--- src/verilog/link_exerciser_pkg.sv ---
/*
 Shared definitions for the link exerciser.
 Status and error code values follow the PHY's 4-bit STATUS/ECODE fields.
*/
`default_nettype none

package link_exerciser_pkg;

   // Controller states
   typedef enum logic [1:0] {
      RESET     = 2'd0,
      WAIT_LINK = 2'd1,
      RUN       = 2'd2
   } exer_state_t;

   // PHY status and error code fields
   localparam int STATUS_W = 4;
   localparam int ECODE_W  = 4;

   // Status reported once the link is trained and up
   localparam logic [STATUS_W-1:0] STATUS_LINK_UP = 4'd4;

   // Error code for a healthy link
   localparam logic [ECODE_W-1:0] ECODE_NONE = 4'd0;

   // Defaults for the top-level parameters
   localparam int DEF_DATA_W     = 64;
   localparam int DEF_RST_CYCLES = 16;
   localparam int DEF_ERRCNT_W   = 16;

endpackage

`default_nettype wire

--- src/verilog/exer_ctrl_if.sv ---
/*
 Control and result bundle between the controller, generator and checker.
 The error counter must not be wider than the data word.
*/
`timescale 1ns/1ps
`default_nettype none

interface exer_ctrl_if #(
   parameter int DATA_W   = 64,
   parameter int ERRCNT_W = 16
);

   logic                run;
   logic                clear;
   logic                data_err;
   logic [ERRCNT_W-1:0] err_count;

   // More error bits than data bits can never be filled
   if (ERRCNT_W > DATA_W) begin : g_width_check
      $fatal(1, "exer_ctrl_if: ERRCNT_W exceeds DATA_W");
   end

   modport ctrl (output run, output clear, input data_err);
   modport gen  (input run, input clear);
   modport chk  (input run, input clear, output data_err, output err_count);

endinterface

`default_nettype wire

--- src/verilog/exer_ctrl.sv ---
/*
 Link exerciser controller: PHY reset, wait for link, run.
 restart is synchronous; only its rising edge is a request.
*/
`timescale 1ns/1ps
`default_nettype none

module exer_ctrl (
   input  wire logic                                   FCLK,
   input  wire logic                                   ARSTn,
   input  wire logic                                   restart,
   input  wire logic [link_exerciser_pkg::STATUS_W-1:0] status,
   input  wire logic [link_exerciser_pkg::ECODE_W-1:0]  ecode,
   input  wire logic                                   seq_done,
   output logic                                        seq_start,
   output logic                                        rx_tready,
   output logic      [1:0]                             led,
   exer_ctrl_if.ctrl                                   ctl
);

   link_exerciser_pkg::exer_state_t state;
   link_exerciser_pkg::exer_state_t state_nxt;

   logic restart_q;
   logic restart_rise;
   logic link_ok;
   logic running;

   always_ff @(posedge FCLK or negedge ARSTn) begin
      if (!ARSTn) begin
         restart_q <= 1'b0;
      end else begin
         restart_q <= restart;
      end
   end

   assign restart_rise = restart & ~restart_q;

   assign link_ok = (status == link_exerciser_pkg::STATUS_LINK_UP) &&
                    (ecode == link_exerciser_pkg::ECODE_NONE);

   always_comb begin
      state_nxt = state;
      case (state)
         link_exerciser_pkg::RESET: begin
            if (seq_done) state_nxt = link_exerciser_pkg::WAIT_LINK;
         end
         link_exerciser_pkg::WAIT_LINK: begin
            if (link_ok) state_nxt = link_exerciser_pkg::RUN;
         end
         link_exerciser_pkg::RUN: begin
            // Link loss pauses traffic, counters keep their values
            if (!link_ok) state_nxt = link_exerciser_pkg::WAIT_LINK;
         end
         default: state_nxt = link_exerciser_pkg::RESET;
      endcase
      // Restart wins over everything
      if (restart_rise) state_nxt = link_exerciser_pkg::RESET;
   end

   always_ff @(posedge FCLK or negedge ARSTn) begin
      if (!ARSTn) begin
         state <= link_exerciser_pkg::RESET;
      end else begin
         state <= state_nxt;
      end
   end

   assign running = (state == link_exerciser_pkg::RUN);

   // Same-cycle pulse so the sequencer drops phy_rst_n as RESET is entered
   assign seq_start = restart_rise;
   assign ctl.clear = restart_rise;
   assign ctl.run   = running;
   assign rx_tready = running;

   assign led[0] = running;
   assign led[1] = (ecode == link_exerciser_pkg::ECODE_NONE) & ~ctl.data_err;

endmodule

`default_nettype wire

--- src/verilog/link_exerciser_top.sv ---
/*
 Link exerciser beside a PHY with a 64-bit valid/ready stream.
 RX never back-pressures while running; all ports are FCLK synchronous.
*/
`timescale 1ns/1ps
`default_nettype none

module link_exerciser_top #(
   parameter int DATA_W     = link_exerciser_pkg::DEF_DATA_W,
   parameter int RST_CYCLES = link_exerciser_pkg::DEF_RST_CYCLES,
   parameter int ERRCNT_W   = link_exerciser_pkg::DEF_ERRCNT_W
) (
   input  wire logic                                   FCLK,
   input  wire logic                                   ARSTn,
   input  wire logic                                   restart,
   output logic      [DATA_W-1:0]                      tx_tdata,
   output logic                                        tx_tvalid,
   input  wire logic                                   tx_tready,
   input  wire logic [DATA_W-1:0]                      rx_tdata,
   input  wire logic                                   rx_tvalid,
   output logic                                        rx_tready,
   input  wire logic [link_exerciser_pkg::STATUS_W-1:0] status,
   input  wire logic [link_exerciser_pkg::ECODE_W-1:0]  ecode,
   output logic                                        phy_rst_n,
   output logic                                        data_err,
   output logic      [ERRCNT_W-1:0]                    err_count,
   output logic      [1:0]                             led
);

   logic seq_start;
   logic seq_done;

   exer_ctrl_if #(
      .DATA_W  (DATA_W),
      .ERRCNT_W(ERRCNT_W)
   ) ctl_if ();

   exer_ctrl exer_ctrl_i (
      .FCLK     (FCLK),
      .ARSTn    (ARSTn),
      .restart  (restart),
      .status   (status),
      .ecode    (ecode),
      .seq_done (seq_done),
      .seq_start(seq_start),
      .rx_tready(rx_tready),
      .led      (led),
      .ctl      (ctl_if.ctrl)
   );

   reset_seq #(
      .RST_CYCLES(RST_CYCLES)
   ) reset_seq_i (
      .FCLK     (FCLK),
      .ARSTn    (ARSTn),
      .seq_start(seq_start),
      .seq_done (seq_done),
      .phy_rst_n(phy_rst_n)
   );

   pattern_gen #(
      .DATA_W(DATA_W)
   ) pattern_gen_i (
      .FCLK     (FCLK),
      .ARSTn    (ARSTn),
      .gen      (ctl_if.gen),
      .tx_tdata (tx_tdata),
      .tx_tready(tx_tready),
      .tx_tvalid(tx_tvalid)
   );

   pattern_chk #(
      .DATA_W  (DATA_W),
      .ERRCNT_W(ERRCNT_W)
   ) pattern_chk_i (
      .FCLK     (FCLK),
      .ARSTn    (ARSTn),
      .chk      (ctl_if.chk),
      .rx_tdata (rx_tdata),
      .rx_tvalid(rx_tvalid),
      .rx_tready(rx_tready)
   );

   assign data_err  = ctl_if.data_err;
   assign err_count = ctl_if.err_count;

endmodule

`default_nettype wire

--- src/verilog/pattern_chk.sv ---
/*
 RX pattern checker. The reference advances on every accepted word, so
 one bad word costs one error. The count saturates at its maximum.
*/
`timescale 1ns/1ps
`default_nettype none

module pattern_chk #(
   parameter int DATA_W   = 64,
   parameter int ERRCNT_W = 16
) (
   input  wire logic              FCLK,
   input  wire logic              ARSTn,
   exer_ctrl_if.chk               chk,
   input  wire logic [DATA_W-1:0] rx_tdata,
   input  wire logic              rx_tvalid,
   input  wire logic              rx_tready
);

   logic [DATA_W-1:0]   ref_word;
   logic                err_flag;
   logic [ERRCNT_W-1:0] err_cnt;
   logic                accept;
   logic                mismatch;

   // Words only count while the controller is running
   assign accept   = rx_tvalid & rx_tready & chk.run;
   assign mismatch = accept & (rx_tdata != ref_word);

   // Reference follows its own sequence, not the received data
   always_ff @(posedge FCLK or negedge ARSTn) begin
      if (!ARSTn) begin
         ref_word <= '0;
      end else if (chk.clear) begin
         ref_word <= '0;
      end else if (accept) begin
         ref_word <= ref_word + DATA_W'(1);
      end
   end

   // Sticky flag and saturating count
   always_ff @(posedge FCLK or negedge ARSTn) begin
      if (!ARSTn) begin
         err_flag <= 1'b0;
         err_cnt  <= '0;
      end else if (chk.clear) begin
         err_flag <= 1'b0;
         err_cnt  <= '0;
      end else if (mismatch) begin
         err_flag <= 1'b1;
         if (err_cnt != {ERRCNT_W{1'b1}}) begin
            err_cnt <= err_cnt + ERRCNT_W'(1);
         end
      end
   end

   assign chk.data_err  = err_flag;
   assign chk.err_count = err_cnt;

endmodule

`default_nettype wire

--- src/verilog/pattern_gen.sv ---
/*
 TX counter pattern source. The first word after clear is 0.
 Data holds while tx_tvalid is high and tx_tready is low.
*/
`timescale 1ns/1ps
`default_nettype none

module pattern_gen #(
   parameter int DATA_W = 64
) (
   input  wire logic              FCLK,
   input  wire logic              ARSTn,
   exer_ctrl_if.gen               gen,
   output logic      [DATA_W-1:0] tx_tdata,
   input  wire logic              tx_tready,
   output logic                   tx_tvalid
);

   logic [DATA_W-1:0] word_cnt;
   logic              valid_q;
   logic              accept;

   assign accept = valid_q & tx_tready;

   // Valid trails run by one cycle and drops at once on clear
   always_ff @(posedge FCLK or negedge ARSTn) begin
      if (!ARSTn) begin
         valid_q <= 1'b0;
      end else begin
         valid_q <= gen.run & ~gen.clear;
      end
   end

   // Advance only on an accepted word
   always_ff @(posedge FCLK or negedge ARSTn) begin
      if (!ARSTn) begin
         word_cnt <= '0;
      end else if (gen.clear) begin
         word_cnt <= '0;
      end else if (accept) begin
         word_cnt <= word_cnt + DATA_W'(1);
      end
   end

   assign tx_tdata  = word_cnt;
   assign tx_tvalid = valid_q;

endmodule

`default_nettype wire

--- src/verilog/reset_seq.sv ---
/*
 PHY reset sequencer. phy_rst_n is held low for RST_CYCLES edges after
 ARSTn release or after seq_start, then rises together with seq_done.
*/
`timescale 1ns/1ps
`default_nettype none

module reset_seq #(
   parameter int RST_CYCLES = 16
) (
   input  wire logic FCLK,
   input  wire logic ARSTn,
   input  wire logic seq_start,
   output logic      seq_done,
   output logic      phy_rst_n
);

   localparam int CNT_W = (RST_CYCLES > 1) ? $clog2(RST_CYCLES) : 1;

   logic [CNT_W-1:0] cnt;
   logic             done;

   always_ff @(posedge FCLK or negedge ARSTn) begin
      if (!ARSTn) begin
         cnt  <= '0;
         done <= 1'b0;
      end else if (seq_start) begin
         // Restart the whole reset window
         cnt  <= '0;
         done <= 1'b0;
      end else if (!done) begin
         if (cnt == CNT_W'(RST_CYCLES - 1)) begin
            done <= 1'b1;
         end else begin
            cnt <= cnt + CNT_W'(1);
         end
      end
   end

   // PHY leaves reset at the same edge the sequence completes
   assign seq_done  = done;
   assign phy_rst_n = done;

endmodule

`default_nettype wire
--- config.mk ---
export PLATFORM = sky130hd
export DESIGN_NAME = link_exerciser_top
export DESIGN_NICKNAME = d
export VERILOG_FILES = /design/src/verilog/link_exerciser_pkg.sv /design/src/verilog/exer_ctrl_if.sv /design/src/verilog/exer_ctrl.sv /design/src/verilog/link_exerciser_top.sv /design/src/verilog/pattern_chk.sv /design/src/verilog/pattern_gen.sv /design/src/verilog/reset_seq.sv
export SDC_FILE = /design/constraint.sdc
export NUM_CORES = 1
export LEC_CHECK = 0
export ABC_AREA = 1
export BUFFER_PORTS_ARGS = -buffer_cell sky130_fd_sc_hd__buf_2
export CAP_MARGIN = 20
export CORE_ASPECT_RATIO = 2
export CORE_UTILIZATION = 40
export DETAILED_ROUTE_END_ITERATION = 10
export GPL_TIMING_DRIVEN = 0
export RECOVER_POWER = 100
export SYNTH_ARGS = -nofsm -noshare
export SYNTH_HDL_FRONTEND = slang
export SYNTH_SLANG_ARGS = --single-unit
--- constraint.sdc ---
create_clock -name FCLK -period 3.5 [get_ports FCLK]
set_clock_uncertainty 0.05 [all_clocks]
set_input_delay 0 -clock FCLK [delete_from_list [all_inputs] [get_ports FCLK]]
set_output_delay 0 -clock FCLK [all_outputs]
set_load 0.1 [all_outputs]
==> out/qor.yml, run 1 <==
htree_levels: 4
ys_async_sr_fraction_pct: 100
critPathKind: "reg -> reg"
grt_pass1_vias: 10941
cts_resized: 0
ys_top_cells_by_area: "dfrtp_1 37%, nand2_1 15%, nor2_1 8.6%"
n_fill_cell: 2887
ios: 163
cts_tree: "built"
cts_max_path_buffers: 2
clock_sinks: 154
netlist_area_um2: 10500
drtPass1Iterations: 5
hpwl_mm: 29.7
timing.rr.start: "exer_ctrl_i.state[0]$_DFFE_PN0P_"
cts-root-buf: "clkbuf_16"
status: "finished, violations left"
ir_worst_vdd_mv: 0.370
synth_top_area_cell: "dfrtp_1"
drcViolationCount: 0
final_core_util_pct: 47.2
rsz0062_at_grt: "no"
port_buffers: 162
drive_gt1_share_pct: 10.1
p_leak_nw: 5.73
area_delta_synth_final_pct: 15.4
vias: 11034
fmax_mhz: 347
ys.flop_type: "dfrtp_1"
track_usage_pct: 29.0
ant_nets: 0
violations: "hold timing, capacitance limit, slew limit"
drtIter0Drc: 572
synth_fp_nets: 1685
clkTransAtPathRegs_ps: 60
maxSlewHeadroom_pct: -5.54
syn_area_per_cell_um2: 6.56
synth-edff-count: 0
worstPathArrival_ps: 3170
cp-start-kind: "register"
antenna_found_initial: 0
grt_overflow_total: 0
clk_latency_ps: 450
placed_area_um2: 11800
drv_cap: 1
slew_violations: 107
yosysMostFrequentCell: "nand2_1"
final_area_um2: 12100
worstReg2RegEnd: "pattern_chk_i.ref_word[47]$_DFFE_PN0P_"
synth_cells: 1604
ys.warnings.count: 0
post_drt_wl_per_cell_um: 17.2
die_area_um2: 27000
whs_ps: -15.1
worstRegToRegCells: 8
start_util_pct: 40.8
min_period_ps: 2880
die_h_um: 231
regToRegSetupSlack_ps: 620
slowest_stage: "nor3_1"
ys_ff_latch: 154
finalPower_mw: 4.43
dieWidth_um: 117
n_antenna_cell: 0
yosysUniqueCellTypes: 45
synth_common_cells: "426 x nand2_1, 240 x nor2_1, 233 x inv_1"
grt_start_max_net_pins: 107
cts_setup_buffers: 0
cp_max_fo: 6
p_per_area_nw_per_um2: 365
grt_pass1_wl_mm: 57.5
setup_viol: 0
worstPathCellList: "inv_2 > nand3_4 > nor2_1 > nand3_2 > nor3_1 > nand4_1 > o21ai_0 > a21oi_1"
gp_congestion: 0.982
worst_pin_slew_ps: 1580
rows: 83
seqCellArea_um2: 3850
hold_path.class: "in -> async"
synth_top_area_share_pct: 36.6
final_nets: 1873
end_kind: "register"
finalHoldViolations: 10
placeableCoreArea_um2: 25800
final.period_utilization_pct: 82.4
vias_per_cell: 5.14
multi_input_area_um2: 5420
cts_made_buffers: 17
cp_data_required_time_ps: 3780
synth_seq_area_share_pct: 36.6
wirelength_mm: 36.9
slowest_delay_ps: 690
[cell usage in the layout (no fill, tap or decap), types with 3 or more instances in the layout]
cell type        n
nor2_4           4
inv_2           22
nand2_1        429
clkinvlp_4       5
a211oi_1         7
o21ai_0         68
buf_4            4
inv_1          234
nand3_2          5
nor2_1         252
dfrtp_1        154
dlygate4sd3_1    6
nor3_2           6
nand3_1         88
clkbuf_16       17
clkinv_2         3
a21oi_1         90
a31oi_1          5
ha_1             4
nor3b_1          7
o21ai_1          3
clkbuf_1       108
buf_2           76
nor3_1          65
o21a_1          11
xor2_1          16
nor4_1          11
nand2_2         19
nand4_1         48
a22oi_1          3
nor2_2           7
[where the power goes]
group	total [mW]	internal, mW	leakage (nW)	switching (mW)
clock network	1.88	1.08	0.271	0.794
logic	0.650	0.156	3.33	0.494
registers	1.90	1.84	2.13	0.0634
[kinds of logic (layout without fill, tap and decap cells)]
group | after synthesis | after routing | synth area share [%]
simple gates | 951 | 951 | 41.0
flops | 154 | 154 | 36.6
compound gates | 194 | 194 | 9.99
buf+inv | 283 | 484 | 10.4
xor+xnor | 18 | 18 | 1.50
fa+ha+maj | 4 | 4 | 0.476
[per-stage QoR]
step	cells	hold slack [ps]	TNS [ps]	worst slack [ps]
detailed placement	2107	-108	0	1090
finish	2145	-15.1	0	617
global route	2145	15.6	0	491
floorplan	1604	-346	0	907
CTS	2145	0.979	0	1060
global placement	2106	109	-22790	-170
[per-layer routing]
metal	routed length, µm	part of all wire [%]	vias up	global-route usage, %
li1	-	-	5480	-
met1	12200	33	5096	27.1
met2	20500	56	329	54.9
met3	1540	4.2	129	4.47
met4	2650	7.2	0	20.8
met5	0	0	-	0
[how the worst max path moves through the flow]
stage / start / end / slack, ps / cells past startpoint
after global routing: exer_ctrl_i.state[1]$_DFFE_PN0P_ / pattern_chk_i.ref_word[47]$_DFFE_PN0P_ / 490 / 7
after detailed placement: pattern_gen_i.tx_tvalid$_DFF_PN0_ / pattern_gen_i.tx_tdata[41]$_DFFE_PN0P_ / 1090 / 10
after global placement: ARSTn / pattern_chk_i.ref_word[45]$_DFFE_PN0P_ / -170 / 1
after CTS: pattern_gen_i.tx_tvalid$_DFF_PN0_ / pattern_gen_i.tx_tdata[41]$_DFFE_PN0P_ / 1060 / 10
after floorplan: pattern_chk_i.chk.err_count[0]$_DFFE_PN0P_ / pattern_chk_i.chk.err_count[0]$_DFFE_PN0P_ / 910 / 10
final: exer_ctrl_i.state[0]$_DFFE_PN0P_ / pattern_chk_i.ref_word[47]$_DFFE_PN0P_ / 620 / 8
[final cells by class]
type | count | area share [%]
plain buffers | 25 | 0.917
clock buffers | 21 | 3.79
clock inverters | 11 | 0.999
inverters | 258 | 7.99
multi-input cells | 1167 | 44.6
flip-flops and latches | 154 | 31.7
well taps | 340 | 3.50
repair buffers | 169 | 6.42
[registers in the layout (all words and copies together), names as in the netlist]
register,count
exer_ctrl_i.restart_q,1
exer_ctrl_i.state,2
pattern_chk_i.chk.err_count,16
pattern_gen_i.tx_tvalid,1
pattern_gen_i.tx_tdata,64
reset_seq_i.phy_rst_n,1
reset_seq_i.cnt,4
pattern_chk_i.chk.data_err,1
pattern_chk_i.ref_word,64
[what timing repair did]
action / CTS / global route
endpoints found under the setup margin: 0 / 0
hold buffers: 6 / 0
hold endpoints to repair: 161 / 0
[critical path, delay by kind of cell, from the launching register on]
| kind | cells | cell delay (ps) |
|---|---|---|
| and+or+nand+nor | 5 | 1920 |
| AOI/OAI and AO/OA | 2 | 320 |
| buffers and inverters | 1 | 90 |
| DFF | 1 | 380 |
Power figures use the tool's default switching activity.
==> inputs of run 2 (changes only) <==
--- a/config.mk
+++ b/config.mk
@@ -5,7 +5,7 @@
 export SDC_FILE = /design/constraint.sdc
 export NUM_CORES = 1
 export LEC_CHECK = 0
-export ABC_AREA = 1
+export ABC_AREA = 0
 export BUFFER_PORTS_ARGS = -buffer_cell sky130_fd_sc_hd__buf_2
 export CAP_MARGIN = 20
 export CORE_ASPECT_RATIO = 2
==> constraint.sdc (replaced) <==
create_clock -name FCLK -period 2.8 [get_ports FCLK]
set_clock_uncertainty 0.05 [all_clocks]
set_input_delay 0 -clock FCLK [delete_from_list [all_inputs] [get_ports FCLK]]
set_output_delay 0 -clock FCLK [all_outputs]
set_load 0.1 [all_outputs]
==> run 2 against run 1 <==
The flow finishes with violations (capacitance limit, slew limit); fmax grew 9.0%; combinational power shrank 53%; die area shrank 20%; critical endpoint is now pattern_chk_i.chk.err_count[1]$_DFFE_PN0P_; largest power group is now clock; highest routed layer unchanged.
==> out/qor.yml, run 2 <==
setup_viol: 0  # unchanged
final_nets: 1151  # was 1873
drtPass1Iterations: 4  # was 5
drtIter0Drc: 262  # was 572
drcViolationCount: 0  # unchanged
slew_violations: 67  # was 107
die_area_um2: 21600  # was 27000 µm²
antenna_found_initial: 1  # was 0
cp_max_fo: 10  # was 6
slowest_delay_ps: 480  # was 690 ps
cts-root-buf: "clkbuf_16"  # unchanged
cts_max_path_buffers: 2  # unchanged
n_fill_cell: 2026  # was 2887
ios: 163  # unchanged
multi_input_area_um2: 4410  # was 5420 µm²
die_h_um: 207  # was 231 µm
gp_congestion: 0.849  # was 0.982
critPathKind: "reg -> reg"  # unchanged
grt_overflow_total: 0  # unchanged
finalHoldViolations: 0  # was 10
p_per_area_nw_per_um2: 487  # was 365 nW/µm²
finalWorstSetupSlack_ps: 156  # was 617 ps
synth_seq_area_share_pct: 45.9  # was 36.6%
grt_pass1_vias: 7315  # was 10941
area_delta_synth_final_pct: 21.2  # was 15.4%
port_buffers: 162  # unchanged
pre_cts_ws_ps: -131  # was 1090 ps
status: "finished, violations left"  # unchanged
clkTransAtPathRegs_ps: 70  # was 60 ps
ys_top_cells_by_area: "dfrtp_1 46%, xnor2_1 12%, xor2_1 7.8%"  # was dfrtp_1 37%, nand2_1 15%, nor2_1 8.6%
violations: "capacitance limit, slew limit"  # was hold timing, capacitance limit, slew limit
final_common_cell: "nor2_1"  # was nand2_1
htree_levels: 4  # unchanged
grt_start_max_net_pins: 90  # was 107
synth_common_cells: "157 x nor2_1, 154 x dfrtp_1, 113 x xnor2_1"  # was 426 x nand2_1, 240 x nor2_1, 233 x inv_1
wirelength_mm: 23.4  # was 36.9 mm
ir_worst_vdd_mv: 0.315  # was 0.370 mV
critPathMostFrequentCell: "nand4_1"
fmax_mhz: 378  # was 347 MHz
yosysUniqueCellTypes: 45  # unchanged
rows: 74  # was 83
vias: 7000  # was 11034
cp-start-kind: "register"  # unchanged
final.period_utilization_pct: 94.4  # was 82.4%
synth_top_area_cell: "dfrtp_1"  # unchanged
maxSlewHeadroom_pct: -14.1  # was -5.54%
ys_async_sr_fraction_pct: 100  # unchanged
ant_nets: 0  # unchanged
syn_area_per_cell_um2: 9.54  # was 6.56 µm²
start_util_pct: 41.0  # was 40.8%
drive_gt1_share_pct: 14.3  # was 10.1%
ys.warnings.count: 0  # unchanged
netlist_area_um2: 8400  # was 10500 µm²
cp_data_required_time_ps: 3050  # was 3780 ps
drv_cap: 1  # unchanged
cts_made_buffers: 17  # unchanged
seqCellArea_um2: 3860  # was 3850 µm²
vias_per_cell: 5.19  # was 5.14
slowest_stage: "dfrtp_1"  # was nor3_1
grt_pass1_wl_mm: 37.4  # was 57.5 mm
dieWidth_um: 104  # was 117 µm
min_period_ps: 2640  # was 2880 ps
ys_ff_latch: 154  # unchanged
hold_path.class: "in -> reg"  # was in -> async
worst_pin_slew_ps: 1710  # was 1580 ps
cts_tree: "built"  # unchanged
layout_common_cells: "157 x nor2_1, 149 x dfrtp_1, 110 x xnor2_1"  # was 429 x nand2_1, 252 x nor2_1, 234 x inv_1
clk_latency_ps: 430  # was 450 ps
post_drt_wl_per_cell_um: 17.3  # was 17.2 µm
synth-edff-count: 0  # unchanged
end_kind: "register"  # unchanged
yosysMostFrequentCell: "nor2_1"  # was nand2_1
synth_cells: 880  # was 1604
synth_fp_nets: 961  # was 1685
rsz0062_at_grt: "yes"  # was no
finalPower_mw: 4.96  # was 4.43 mW
track_usage_pct: 22.6  # was 29.0%
placeableCoreArea_um2: 20500  # was 25800 µm²
hpwl_mm: 18.0  # was 29.7 mm
synth_top_area_share_pct: 45.9  # was 36.6%
worstPathCellList: "xnor2_1 > nand4_1 > nor4_4 > nand4_1 > nand2_2 > buf_2 > buf_4 > mux2i_1 > nor2_1"  # was inv_2 > nand3_4 > nor2_1 > nand3_2 > nor3_1 > nand4_1 > o21ai_0 > a21oi_1
worstPathArrival_ps: 2890  # was 3170 ps
p_leak_nw: 4.32  # was 5.73 nW
clock_sinks: 154  # unchanged
ys.flop_type: "dfrtp_1"  # unchanged
[run 2: cell count changes in the layout (fill, tap and decap cells not counted), moves of 21 or more]
cell and delta:
o21ai_0 -58, nor3_1 -44, nor2_1 -95, nand2_1 -369
inv_2 -22, xnor2_1 +108, nand3_1 -36, and3_1 +21
inv_1 -217, a21oi_1 -73, xor2_1 +59
[run 2: routing by layer]
layer / GRT usage (%) / wire, µm
met5: 0 / 0
met4: 15.2 / 1160
met3: 3.61 / 798
met2: 43.4 / 13100
met1: 22.0 / 8310
[run 2: final cells by class]
class / instances / area share [%]
inverter: 17 / 0.627
timing repair buffer: 171 / 7.72
multi-input combinational: 681 / 43.3
clock inverter: 11 / 1.44
tap: 266 / 3.27
buffer: 28 / 1.24
sequential: 154 / 37.9
antenna: 1 / 0.0246
clock buffer: 21 / 4.42
[run 2: timing repair]
action,4_1_cts,5_1_grt
buffers inserted,0,3
setup endpoints to repair,10,17
pin swaps,0,3
gates resized for setup,2,7
hold buffers,5,0
endpoints found under the hold margin,143,0
[run 2: path summary, 6_finish.rpt]
| kind | endpoint | depth (start not counted) | slack [ps] | from |
|---|---|---|---|---|
| max | pattern_chk_i.chk.err_count[1]$_DFFE_PN0P_ | 9 | 160 | pattern_chk_i.ref_word[58]$_DFFE_PN0P_ |
| min | exer_ctrl_i.state[0]$_DFFE_PN0P_ | 6 | 60 | status[3] |
| max reg2reg | pattern_chk_i.chk.err_count[1]$_DFFE_PN0P_ | 9 | 160 | pattern_chk_i.ref_word[58]$_DFFE_PN0P_ |
| min reg2reg | pattern_gen_i.tx_tdata[63]$_DFFE_PN0P_ | 2 | 500 | pattern_gen_i.tx_tdata[63]$_DFFE_PN0P_ |
| max in group asynchronous | pattern_chk_i.chk.err_count[0]$_DFFE_PN0P_ | 3 | 620 | ARSTn |
| min in group asynchronous | pattern_gen_i.tx_tdata[13]$_DFFE_PN0P_ | 2 | 490 | ARSTn |
[run 2: critical path, delay by kind of cell, from the launching register on]
kind,cells,cell delay (ps)
buf+inv,2,440
flops,1,480
mux,1,200
simple gates,5,1130
xor+xnor,1,200
[run 2: cell families after synthesis]
group	Yosys count	synth area share, %
adders and majority gates	4	0.596
xor gates and xnor gates	188	19.6
and+or+nand+nor	444	28.3
muxes	6	0.715
DFF	154	45.9
AOI/OAI and AO/OA	39	2.68
buffers and inverters	45	2.26
[run 2: report_power, final]
part / internal, mW / switching (mW)
combinational: 0.121 / 0.186
sequential: 2.25 / 0.0263
clock: 1.43 / 0.948
total: 3.80 / 1.16
[run 2: per-stage QoR]
stage	setup TNS [ps]	cell area (µm²)	hold WS [ps]	util [%]	instances
after floorplan	-9.33	8410	-346	-	880
after global placement	-128150	9550	88.1	46.7	1308
after detailed placement	-588	9590	-66.0	46.9	1309
after CTS	0	10200	55.6	50.1	1346
after global routing	-46.5	10200	123	49.7	1350
final	0	10200	63.0	49.7	1350
